--- config.mk ---
export PLATFORM = sky130hd
export DESIGN_NAME = mem_subsystem_top
export DESIGN_NICKNAME = d
export VERILOG_FILES = /design/src/common/vpu_pkg.sv /design/src/common/dcache_port_if.sv /design/src/mem_stage/mem_access_stage.sv /design/src/mem_stage/store_line_formatter.sv /design/src/verilog/line_memory.sv /design/src/verilog/mem_subsystem_top.sv
export VERILOG_INCLUDE_DIRS = /design/src /design/src/common
export SDC_FILE = /design/constraint.sdc
export NUM_CORES = 2
export LEC_CHECK = 0
export BUFFER_PORTS_ARGS = -buffer_cell sky130_fd_sc_hd__buf_2
export CORE_MARGIN = 2
export CORE_UTILIZATION = 35
export CTS_BUF_LIST = sky130_fd_sc_hd__clkbuf_4 sky130_fd_sc_hd__clkbuf_8
export CTS_CLUSTER_DIAMETER = 30
export CTS_CLUSTER_SIZE = 30
export DETAILED_ROUTE_END_ITERATION = 16
export PLACE_DENSITY = 0.56
export SLEW_MARGIN = 5
export SYNTH_ARGS = -nofsm -noshare
export SYNTH_HDL_FRONTEND = slang
export SYNTH_SLANG_ARGS = --single-unit
--- constraint.sdc ---
create_clock -name clk -period 8.5 [get_ports clk]
set_input_delay 1.275 -clock clk [delete_from_list [all_inputs] [get_ports clk]]
set_output_delay 1.275 -clock clk [all_outputs]
set_load 0.01 [all_outputs]
--- src/common/vpu_config.svh ---
//##########################################################
// Vector core configuration
// Lane count, cache line size and data memory depth
//##########################################################

`ifndef VPU_CONFIG_SVH
`define VPU_CONFIG_SVH

// Number of 32-bit lanes in a vector register
`define VECTOR_LANES 4

// One vector fills exactly one cache line
`define CACHE_LINE_WORDS (`VECTOR_LANES)
`define CACHE_LINE_BYTES (`VECTOR_LANES * 4)

// Depth of the line-wide data memory
`define MEM_LINES 16

`endif

--- src/common/vpu_pkg.sv ---
//##########################################################
// Vector core shared types
// Addresses, cache lines, masks and memory operations
//##########################################################

`default_nettype none

`include "vpu_config.svh"

package vpu_pkg;

	// Byte address
	typedef logic [31:0] addr_t;

	// Line index, the address without the byte offset within a line
	typedef logic [31 - $clog2(`CACHE_LINE_BYTES):0] line_addr_t;

	// Line data, byte 0 in the most significant bits
	typedef logic [`CACHE_LINE_BYTES * 8 - 1:0] line_t;

	// Store byte enables, bit 15 is line byte 0
	typedef logic [`CACHE_LINE_BYTES - 1:0] byte_mask_t;

	// Lane enables, the top bit is lane 0
	typedef logic [`VECTOR_LANES - 1:0] lane_mask_t;

	// Lane number
	typedef logic [$clog2(`VECTOR_LANES) - 1:0] lane_idx_t;

	// Memory access type
	typedef enum logic [1:0]
	{
		MEM_B     = 2'd0,
		MEM_S     = 2'd1,
		MEM_L     = 2'd2,
		MEM_BLOCK = 2'd3
	} mem_op_t;

endpackage

`default_nettype wire

--- src/common/dcache_port_if.sv ---
//##########################################################
// Data memory port
// Load and store strobes, store line and load line
//##########################################################

`timescale 1ns/100ps
`default_nettype none

interface dcache_port_if;

	// Single-cycle strobes, never both high
	logic load;
	logic store;

	vpu_pkg::line_addr_t line_addr;
	vpu_pkg::line_t store_data;
	vpu_pkg::byte_mask_t store_mask;

	// Line read by the last load
	vpu_pkg::line_t load_data;

	modport stage
	(
		output load,
		output store,
		output line_addr,
		output store_data,
		output store_mask,
		input load_data
	);

	modport memory
	(
		input load,
		input store,
		input line_addr,
		input store_data,
		input store_mask,
		output load_data
	);

endinterface

`default_nettype wire

--- src/mem_stage/mem_access_stage.sv ---
//##########################################################
// Memory access pipeline stage
// Checks alignment, issues line loads and stores to the
// data memory and registers the writeback outputs
//##########################################################

`timescale 1ns/100ps
`default_nettype none

`include "vpu_config.svh"

module mem_access_stage
(
	input logic clk,
	input logic reset,

	// From execute stage
	input logic ex_valid,
	input vpu_pkg::mem_op_t ex_op,
	input logic ex_is_load,
	input vpu_pkg::addr_t ex_addr,
	input vpu_pkg::line_t ex_store_value,
	input vpu_pkg::lane_mask_t ex_mask,
	input vpu_pkg::lane_idx_t ex_lane,
	input logic squash,

	// To data memory
	dcache_port_if.stage dport,

	// To writeback stage
	output logic ma_valid,
	output logic ma_was_load,
	output logic ma_alignment_fault,
	output vpu_pkg::lane_idx_t ma_lane
);

	localparam int OFFSET_BITS = $clog2(`CACHE_LINE_BYTES);

	logic misaligned;
	logic lane_active;
	logic issue;
	logic fault_nxt;

	// Alignment follows the access size
	always_comb
	begin
		case (ex_op)
			vpu_pkg::MEM_B:
				misaligned = 1'b0;
			vpu_pkg::MEM_S:
				misaligned = ex_addr[0] != 1'b0;
			vpu_pkg::MEM_L:
				misaligned = ex_addr[1:0] != 2'b00;
			default:
				misaligned = ex_addr[OFFSET_BITS - 1:0] != '0;
		endcase
	end

	// Lane 0 is the top bit of the mask
	assign lane_active = (ex_op == vpu_pkg::MEM_BLOCK)
		? (ex_mask != '0)
		: ex_mask[`VECTOR_LANES - 1 - ex_lane];

	assign issue = ex_valid && !squash && !misaligned && lane_active;
	assign fault_nxt = ex_valid && !squash && misaligned;

	assign dport.load = issue && ex_is_load;
	assign dport.store = issue && !ex_is_load;
	assign dport.line_addr = ex_addr[31:OFFSET_BITS];

	store_line_formatter formatter_i
	(
		.op(ex_op),
		.byte_offset(ex_addr[3:0]),
		.store_value(ex_store_value),
		.lane_mask(ex_mask),
		.line_data(dport.store_data),
		.store_mask(dport.store_mask)
	);

	always_ff @(posedge clk, posedge reset)
	begin
		if (reset)
		begin
			ma_valid <= 1'b0;
			ma_was_load <= 1'b0;
			ma_alignment_fault <= 1'b0;
		end
		else
		begin
			ma_valid <= ex_valid && !squash;
			ma_was_load <= dport.load;
			ma_alignment_fault <= fault_nxt;
		end
	end

	// Word of the line that holds a scalar
	always_ff @(posedge clk)
	begin
		ma_lane <= vpu_pkg::lane_idx_t'(ex_addr[OFFSET_BITS - 1:2]);
	end

	// The formatter must enable at least one byte for any issued store
	a_store_has_bytes: assert property (
		@(posedge clk) disable iff (reset)
		dport.store |-> (dport.store_mask != '0)
	);

endmodule

`default_nettype wire

--- src/mem_stage/store_line_formatter.sv ---
//##########################################################
// Store line formatter
// Places store data in big-endian order within a line
// and builds the byte store mask
//##########################################################

`timescale 1ns/100ps
`default_nettype none

`include "vpu_config.svh"

module store_line_formatter
(
	input vpu_pkg::mem_op_t op,
	input logic [3:0] byte_offset,
	input vpu_pkg::line_t store_value,
	input vpu_pkg::lane_mask_t lane_mask,
	output vpu_pkg::line_t line_data,
	output vpu_pkg::byte_mask_t store_mask
);

	localparam int WORDS = `CACHE_LINE_WORDS;

	logic [31:0] scalar_word;
	logic [3:0] byte_sel;
	vpu_pkg::lane_mask_t word_sel;
	vpu_pkg::line_t vector_line;

	function automatic logic [31:0] swap_bytes(input logic [31:0] value);
		swap_bytes = {value[7:0], value[15:8], value[23:16], value[31:24]};
	endfunction

	// Scalar word and the bytes it covers, byte 0 is the top bit
	always_comb
	begin
		case (op)
			vpu_pkg::MEM_B:
			begin
				scalar_word = {store_value[7:0], 24'd0} >> (8 * byte_offset[1:0]);
				byte_sel = 4'b1000 >> byte_offset[1:0];
			end
			vpu_pkg::MEM_S:
			begin
				scalar_word = {store_value[7:0], store_value[15:8], 16'd0}
					>> (16 * byte_offset[1]);
				byte_sel = byte_offset[1] ? 4'b0011 : 4'b1100;
			end
			default:
			begin
				scalar_word = swap_bytes(store_value[31:0]);
				byte_sel = 4'b1111;
			end
		endcase
	end

	// Each vector word is swapped on its own
	genvar w;
	generate
		for (w = 0; w < WORDS; w++)
		begin : gen_swap
			assign vector_line[w * 32 +: 32] = swap_bytes(store_value[w * 32 +: 32]);
		end
	endgenerate

	// Scalars hit one word, lane 0 is the highest word
	assign word_sel = (op == vpu_pkg::MEM_BLOCK)
		? lane_mask
		: vpu_pkg::lane_mask_t'(1 << (WORDS - 1 - byte_offset[3:2]));

	assign line_data = (op == vpu_pkg::MEM_BLOCK) ? vector_line : {WORDS{scalar_word}};

	genvar b;
	generate
		for (b = 0; b < `CACHE_LINE_BYTES; b++)
		begin : gen_mask
			assign store_mask[b] = word_sel[b / 4] & byte_sel[b % 4];
		end
	endgenerate

endmodule

`default_nettype wire

--- src/verilog/line_memory.sv ---
//##########################################################
// Line-wide data memory
// Byte-masked line writes and registered line reads
//##########################################################

`timescale 1ns/100ps
`default_nettype none

`include "vpu_config.svh"

module line_memory
(
	input logic clk,
	input logic reset,
	dcache_port_if.memory dport
);

	localparam int IDX_BITS = $clog2(`MEM_LINES);

	vpu_pkg::line_t mem [`MEM_LINES];
	logic [IDX_BITS - 1:0] line_idx;

	// Only the low line address bits select a line
	assign line_idx = dport.line_addr[IDX_BITS - 1:0];

	always_ff @(posedge clk)
	begin
		if (dport.store)
		begin
			for (int i = 0; i < `CACHE_LINE_BYTES; i++)
			begin
				if (dport.store_mask[i])
					mem[line_idx][i * 8 +: 8] <= dport.store_data[i * 8 +: 8];
			end
		end
	end

	// Read line held until the next load
	always_ff @(posedge clk, posedge reset)
	begin
		if (reset)
			dport.load_data <= '0;
		else if (dport.load)
			dport.load_data <= mem[line_idx];
	end

	a_line_in_range: assert property (
		@(posedge clk) disable iff (reset)
		(dport.load || dport.store) |-> (dport.line_addr < `MEM_LINES)
	);

endmodule

`default_nettype wire

--- src/verilog/mem_subsystem_top.sv ---
//##########################################################
// Memory subsystem top level
// Memory access stage driving the line data memory
//##########################################################

`timescale 1ns/100ps
`default_nettype none

module mem_subsystem_top
(
	input logic clk,
	input logic reset,

	input logic ex_valid,
	input vpu_pkg::mem_op_t ex_op,
	input logic ex_is_load,
	input vpu_pkg::addr_t ex_addr,
	input vpu_pkg::line_t ex_store_value,
	input vpu_pkg::lane_mask_t ex_mask,
	input vpu_pkg::lane_idx_t ex_lane,
	input logic squash,

	output logic ma_valid,
	output logic ma_was_load,
	output logic ma_alignment_fault,
	output vpu_pkg::lane_idx_t ma_lane,
	output vpu_pkg::line_t ma_load_line
);

	dcache_port_if port_if ();

	mem_access_stage stage_i
	(
		.clk(clk),
		.reset(reset),
		.ex_valid(ex_valid),
		.ex_op(ex_op),
		.ex_is_load(ex_is_load),
		.ex_addr(ex_addr),
		.ex_store_value(ex_store_value),
		.ex_mask(ex_mask),
		.ex_lane(ex_lane),
		.squash(squash),
		.dport(port_if.stage),
		.ma_valid(ma_valid),
		.ma_was_load(ma_was_load),
		.ma_alignment_fault(ma_alignment_fault),
		.ma_lane(ma_lane)
	);

	line_memory memory_i
	(
		.clk(clk),
		.reset(reset),
		.dport(port_if.memory)
	);

	// Load line arrives with the registered stage outputs
	assign ma_load_line = port_if.load_data;

endmodule

`default_nettype wire
== After elaboration in Yosys (flattened, before gate mapping) ==
Memory sizes are Yosys's and may differ from the RTL's. A register that Yosys moved wholly into a read port is not among the register bits.
Cells that the tools add are included.
W data, S select, Z words.

* Register bits after elaboration: 5
* RAM bits: 2048
* Input port bits: 173
* Memories: 1
* Logic and storage cells: 101

* $add $sub $neg: 2
* Shift operators: 4
* Reduce and logical (&&, ||, !) cells: 13
* Equal/unequal tests: 3
* $lt $le $gt $ge: 1
* Mux-type cells: 57
* Bitwise operators: 16

{| class="wikitable"
|+ Memory list
! memory !! words !! bits a word !! read ports !! clocked after Yosys merged registers in !! wr ports !! RTL line !! source
|-
| memory_i.mem || 16 || 128 || 1 || 1 || 1 || line_memory.sv:20 || <nowiki>vpu_pkg::line_t mem [`MEM_LINES];</nowiki>
|}

{| class="wikitable"
|+ Operators with widths
! operator !! number
|-
| $mux W128 || 1
|-
| $pmux W32 S2 || 1
|-
| $shr A32 B5 Y32 || 2
|-
| $mux W1 || 50
|-
| $lt A32 B3 Y1 const B || 1
|-
| $shl A1 B32 Y4 const A || 1
|-
| $and A1 B1 Y1 || 16
|-
| $mux W4 || 2
|-
| $pmux W4 S2 || 1
|-
| $reduce_bool A4 Y1 || 2
|-
| $logic_and A1 B1 Y1 || 6
|-
| $sub A2 B2 Y3 const A || 2
|-
| $eq A2 B2 Y1 const B || 2
|-
| $shr A4 B2 Y4 const A || 1
|-
| $logic_not A1 Y1 || 3
|-
| $pmux W1 S3 || 1
|-
| $bmux W1 S2 || 1
|-
| $eq A2 B1 Y1 const B || 1
|-
| $logic_not A2 Y1 || 1
|-
| $reduce_bool A2 Y1 || 1
|}

== Longest topological paths before layout ==
* Word-level depth: 8
* Depth in mapped cells: 10

== Cells and area by module ==
From an unflattened synthesis, not the netlist that was laid out.

* Cells, all modules: 5060
* Area, all modules: 86594.3 um^2

{| class="wikitable"
|+ Modules (own cells, without submodules)
! module !! area each (um^2) !! cells each !! instances
|-
| line_memory || 83784.1 || 4629 || 1
|-
| store_line_formatter || 2392.3 || 385 || 1
|-
| mem_access_stage || 417.9 || 46 || 1
|}

== Worst setup path after synthesis ==
OpenSTA, ideal clock, no wires.

* Path type: in2reg
* Start: input port ex_addr[4]
* End: memory memory_i.mem[13][0] in the netlist's numbering, enable pin
* Stages on the path: 7
* Setup time: 0.395 ns
* Required time: 8.105 ns
* Data arrival time: 3.289 ns
* Path buffers: 4
* Setup slack: 4.816 ns
* Cells stage by stage: clkbuf_1 -> buf_2 -> buf_2 -> nor2b_1 -> clkbuf_1 -> nand2_1 -> nor4_1

{| class="wikitable"
|+ RTL lines
! item !! RTL line !! source
|-
| start, declared || mem_subsystem_top.sv:17 || <nowiki>input vpu_pkg::addr_t ex_addr,</nowiki>
|-
| end, declared || line_memory.sv:20 ||
|}

No word-level cell before the write port.

== Worst setup path after layout ==
* Start: input port ex_op[1]
* End: register memory_i.dport.load_data[46] (read register of memory_i.mem)

* Cells in the longest elaborated chain, start to end: 6
* Elaborated cells between the ends (all ways): 10
* Classes of those cells: eq/ne (3); mux (2); reduce/logical (5)

{| class="wikitable"
|+ RTL lines
! item !! RTL line !! source
|-
| start, declared || mem_subsystem_top.sv:15 || <nowiki>input vpu_pkg::mem_op_t ex_op,</nowiki>
|-
| $eq A2 B2 Y1, or another cell as far along || mem_access_stage.sv:47 || <nowiki>case (ex_op)</nowiki>
|-
| $pmux W1 S3 || mem_access_stage.sv:47 ||
|-
| $logic_not A1 Y1 || mem_access_stage.sv:64 || <nowiki>assign issue = ex_valid && !squash && !misaligned && lane_active;</nowiki>
|-
| $logic_and A1 B1 Y1 || mem_access_stage.sv:64 ||
|-
| $logic_and A1 B1 Y1 (*) || mem_access_stage.sv:64 ||
|-
| $logic_and A1 B1 Y1 (*) || mem_access_stage.sv:67 || <nowiki>assign dport.load = issue && ex_is_load;</nowiki>
|-
| end, declared || dcache_port_if.sv:39 || <nowiki>output load_data</nowiki>
|}

Every way passes the cells marked *; elsewhere a longest branch is shown, timed or not.

==> flow_metrics.env <==
export IMPL_tritoncts_clock_tree="built"
export IMPL_cellLeakagePower_nw=31.5
export IMPL_drive_above_1_share_pct=36.5
export IMPL_dieArea_mm2=0.246
export IMPL_final_count_of_hold_timing_violations=0
export IMPL_drt_vias_per_instance=5.35
export IMPL_cp_cell_sequence="buf_2 > and2_4 > mux2_4 > nand4_4 > buf_4 > nor2_4 > buf_12 > mux2_2"
export IMPL_cp_start_kind="primary input"
export IMPL_pwr_density_cell_mw_per_mm2=259
export IMPL_setup_reg_to_reg_worst_slack_ns=6.52
export IMPL_drt_wirelength_per_cell_um=30.1
export IMPL_grt_pass1_wl_mm=344
export IMPL_synth_fp_nets=4217
export IMPL_synth_seq_area_share_pct=76.6
export IMPL_tritoncts_buffer_count=436
export IMPL_number_of_antenna_violations_at_the_first_check_in_global_routing=31
export IMPL_critical_path_n_buffers_inverters=3
export IMPL_cp_data_arrival_time_ns=6.14
export IMPL_critical_path_slowest_cell="sky130_fd_sc_hd__nor2_4"
export IMPL_final_cells=8231
export IMPL_mostFrequentLayoutCell="sky130_fd_sc_hd__edfxtp_1"
export IMPL_rr_endpoint="memory_i.dport.load_data[120]"
export IMPL_slew_headroom_pct=14.4
export IMPL_die_y_um=496
export IMPL_post_route_drc_count=0
export IMPL_root_buffer="sky130_fd_sc_hd__clkbuf_8"
export IMPL_hp_class="primary input to asynchronous set/reset pin"
export IMPL_multiInputGateArea_mm2=0.0190
export IMPL_period_share_pct=61.6
export IMPL_worst_slew_pin_transition_ns=1.27
export IMPL_post_cts_setup_buffers=0
export IMPL_synth_area_top_cells="sky130_fd_sc_hd__edfxtp_1 (73%), sky130_fd_sc_hd__mux4_2 (14%), sky130_fd_sc_hd__dfrtp_1 (3.9%)"
export IMPL_layout_min_cycle_time_ns=5.24
export IMPL_i_o_pin_count=306
export IMPL_die_width_um=496
export IMPL_worst_path_dominant_cell_family="simple AND/OR/NAND/NOR gates"
export IMPL_synthesis_area_per_instance_um2=20.9
export IMPL_post_place_cells=7407
export IMPL_tritoncts_num_sinks=2181
export IMPL_fin_skew_ns=0.129
export IMPL_cp_required_ns=9.40
export IMPL_critPathMaxFanout=69
export IMPL_core_area_mm2=0.241
export IMPL_max_cap_violations=0
export IMPL_gr_total_overflow=0
export IMPL_register_cell_area_after_layout_mm2=0.0648
export IMPL_ys_warnings_count=0
export IMPL_layout_cells_most_common_list="sky130_fd_sc_hd__edfxtp_1 (2,048), sky130_fd_sc_hd__mux4_2 (513), sky130_fd_sc_hd__clkbuf_8 (454), sky130_fd_sc_hd__buf_2 (279), sky130_fd_sc_hd__a22oi_1 (272)"
export IMPL_yosys_cell_types_count=37
export IMPL_num_vias=44000
export IMPL_drt_pre_antenna_iters=8
export IMPL_number_of_fill_cells=21300
export IMPL_clock_insertion_delay_worst_skew_ns=1.10
export IMPL_crit_reg2reg_launch="memory_i.mem[5][120]"
export IMPL_port_buffers=281
export IMPL_finish_net_count=4833
export IMPL_achievable_frequency_mhz=191
export IMPL_first_global_vias=44800
export IMPL_cts_htree_levels=5
export IMPL_maxSlewViolCount=0
export IMPL_cts_repair_resize_count=0
export IMPL_rr_worst_depth=4
export IMPL_endpoint_kind="flip-flop"
export IMPL_routed_wl_mm=248
export IMPL_dr_first_iter_drc_count=4525
export IMPL_criticalPathCategory="primary input to flip-flop"
export IMPL_antenna_left=0
export IMPL_synth_seq_cells=2181
export IMPL_rows=180
export IMPL_initial_cell_density_of_the_core_pct=35.2
export IMPL_outcome="finished, final reports clean"
export IMPL_final_replace_weighted_congestion=0.818
export IMPL_synthCells=4044
export IMPL_clk_path_buf_depth=4
export IMPL_finalSetupTns_ns=0
export IMPL_synth_top_cell_by_area="sky130_fd_sc_hd__edfxtp_1"
export IMPL_critical_path_max_stage_delay_ns=0.90
export IMPL_dp_hpwl_mm=161
export IMPL_synthesis_area_mm2=0.0847
export IMPL_number_of_buffers_inserted_for_hold_repair_after_clock_tree_synthesis=0
export IMPL_setup_violations_final=0
export IMPL_grt_max_degree=153
export IMPL_area_growth_synth_to_final_pct=18.9
export IMPL_grt_total_usage_pct=20.0
export IMPL_clkSlewWorstSetupHoldPaths_ns=0.05
export IMPL_grt_setup_unrepaired="no"
export IMPL_yosysTopAreaCellShare_pct=72.6
export IMPL_vdd_ir_drop_worst_v=0.000134
## area by class of cell
class                   instances  share of cell area, %
flip-flops and latches       2181                   64.4
multi-input cells            1584                   18.8
clock buffers                 494                   6.51
well taps                    3185                   3.96
clock inverters               303                   3.39
repair buffers                454                   2.79
diodes                         27                 0.0672
inverters                       3                 0.0187
## routing by layer
layer	GRT usage [%]	vias to the layer above	routed length (um)
met5	0	-	87
met4	8.69	14	10400
met3	5.53	484	20000
met2	32.0	1866	119000
met1	25.6	23300	97900
li1	-	18300	-
## Yosys cell counts
cell type,number
sky130_fd_sc_hd__a22o_1,32
sky130_fd_sc_hd__nand2_1,159
sky130_fd_sc_hd__o21a_1,49
sky130_fd_sc_hd__nor4_1,18
sky130_fd_sc_hd__buf_1,16
sky130_fd_sc_hd__nand2b_1,17
sky130_fd_sc_hd__and3_1,1
sky130_fd_sc_hd__buf_6,9
sky130_fd_sc_hd__nand4_2,1
sky130_fd_sc_hd__mux4_2,513
sky130_fd_sc_hd__dfrtp_1,131
sky130_fd_sc_hd__mux2_1,104
sky130_fd_sc_hd__a21boi_0,1
sky130_fd_sc_hd__dfxtp_1,2
sky130_fd_sc_hd__mux2_4,1
sky130_fd_sc_hd__inv_1,3
sky130_fd_sc_hd__o21ai_0,9
sky130_fd_sc_hd__or4_1,1
sky130_fd_sc_hd__a21oi_1,4
sky130_fd_sc_hd__buf_2,71
sky130_fd_sc_hd__nor3b_2,1
sky130_fd_sc_hd__and2_1,15
sky130_fd_sc_hd__o21bai_1,2
sky130_fd_sc_hd__buf_4,23
sky130_fd_sc_hd__nor2_1,103
sky130_fd_sc_hd__o21ai_1,1
sky130_fd_sc_hd__nor2b_1,9
sky130_fd_sc_hd__mux2i_1,2
sky130_fd_sc_hd__a21o_1,41
sky130_fd_sc_hd__nor3_1,149
sky130_fd_sc_hd__clkbuf_1,157
sky130_fd_sc_hd__edfxtp_1,2048
sky130_fd_sc_hd__or2_2,7
sky130_fd_sc_hd__nand3_1,42
sky130_fd_sc_hd__a22oi_1,272
sky130_fd_sc_hd__mux2_2,24
sky130_fd_sc_hd__or3_1,6
## report_power, final
| part | switching (mW) | internal (mW) |
|---|---|---|
| registers | 0.143 | 12.1 |
| logic | 1.19 | 0.605 |
| clock network | 4.88 | 7.12 |
## stage by stage
| stage | power, mW | worst slack (ns) | hold slack, ns | utilization (%) | area (um^2) |
|---|---|---|---|---|---|
| global placement | 14.2 | 2.30 | 0.467 | 37.7 | 90600 |
| detailed placement | 14.3 | 2.15 | 0.472 | 37.7 | 90600 |
| finish | 26.0 | 3.26 | 0.228 | 41.8 | 101000 |
| CTS | 26.3 | 3.35 | 0.168 | 41.8 | 101000 |
| floorplan | 13.3 | 3.73 | 0.529 | - | 84700 |
| global route | 26.9 | 3.10 | 0.189 | 41.8 | 101000 |
## registers in the layout (all words and copies together) (netlist names)
register and cells:
stage_i.ma_alignment_fault 1, stage_i.ma_valid 1, stage_i.ma_was_load 1, memory_i.mem 2048
memory_i.dport.load_data 128, stage_i.ma_lane 2
## worst max path at each step
stage	start	slack, ns	depth (start not counted)	endpoint
2_1_floorplan	reset	3.73	1	memory_i.dport.load_data[0]
3_3_place_gp	ex_op[1]	2.30	8	memory_i.dport.load_data[56]
3_5_place_dp	ex_op[1]	2.15	8	memory_i.dport.load_data[57]
4_1_cts	ex_op[1]	3.35	8	memory_i.dport.load_data[57]
5_1_grt	ex_op[1]	3.10	8	memory_i.dport.load_data[46]
6_report	ex_op[1]	3.26	8	memory_i.dport.load_data[46]
## kinds of logic (layout without fill, tap and decap cells)
| logic type | count (synthesis) | in the layout | share of synthesized area (%) |
|---|---|---|---|
| AOI/OAI and AO/OA | 411 | 411 | 3.65 |
| and+or+nand+nor | 529 | 529 | 2.87 |
| buffers and inverters | 279 | 1254 | 1.52 |
| other | 0 | 27 | 0 |
| DFF | 2181 | 2181 | 76.6 |
| muxes | 644 | 644 | 15.4 |
(Power assumes the default switching activity.)
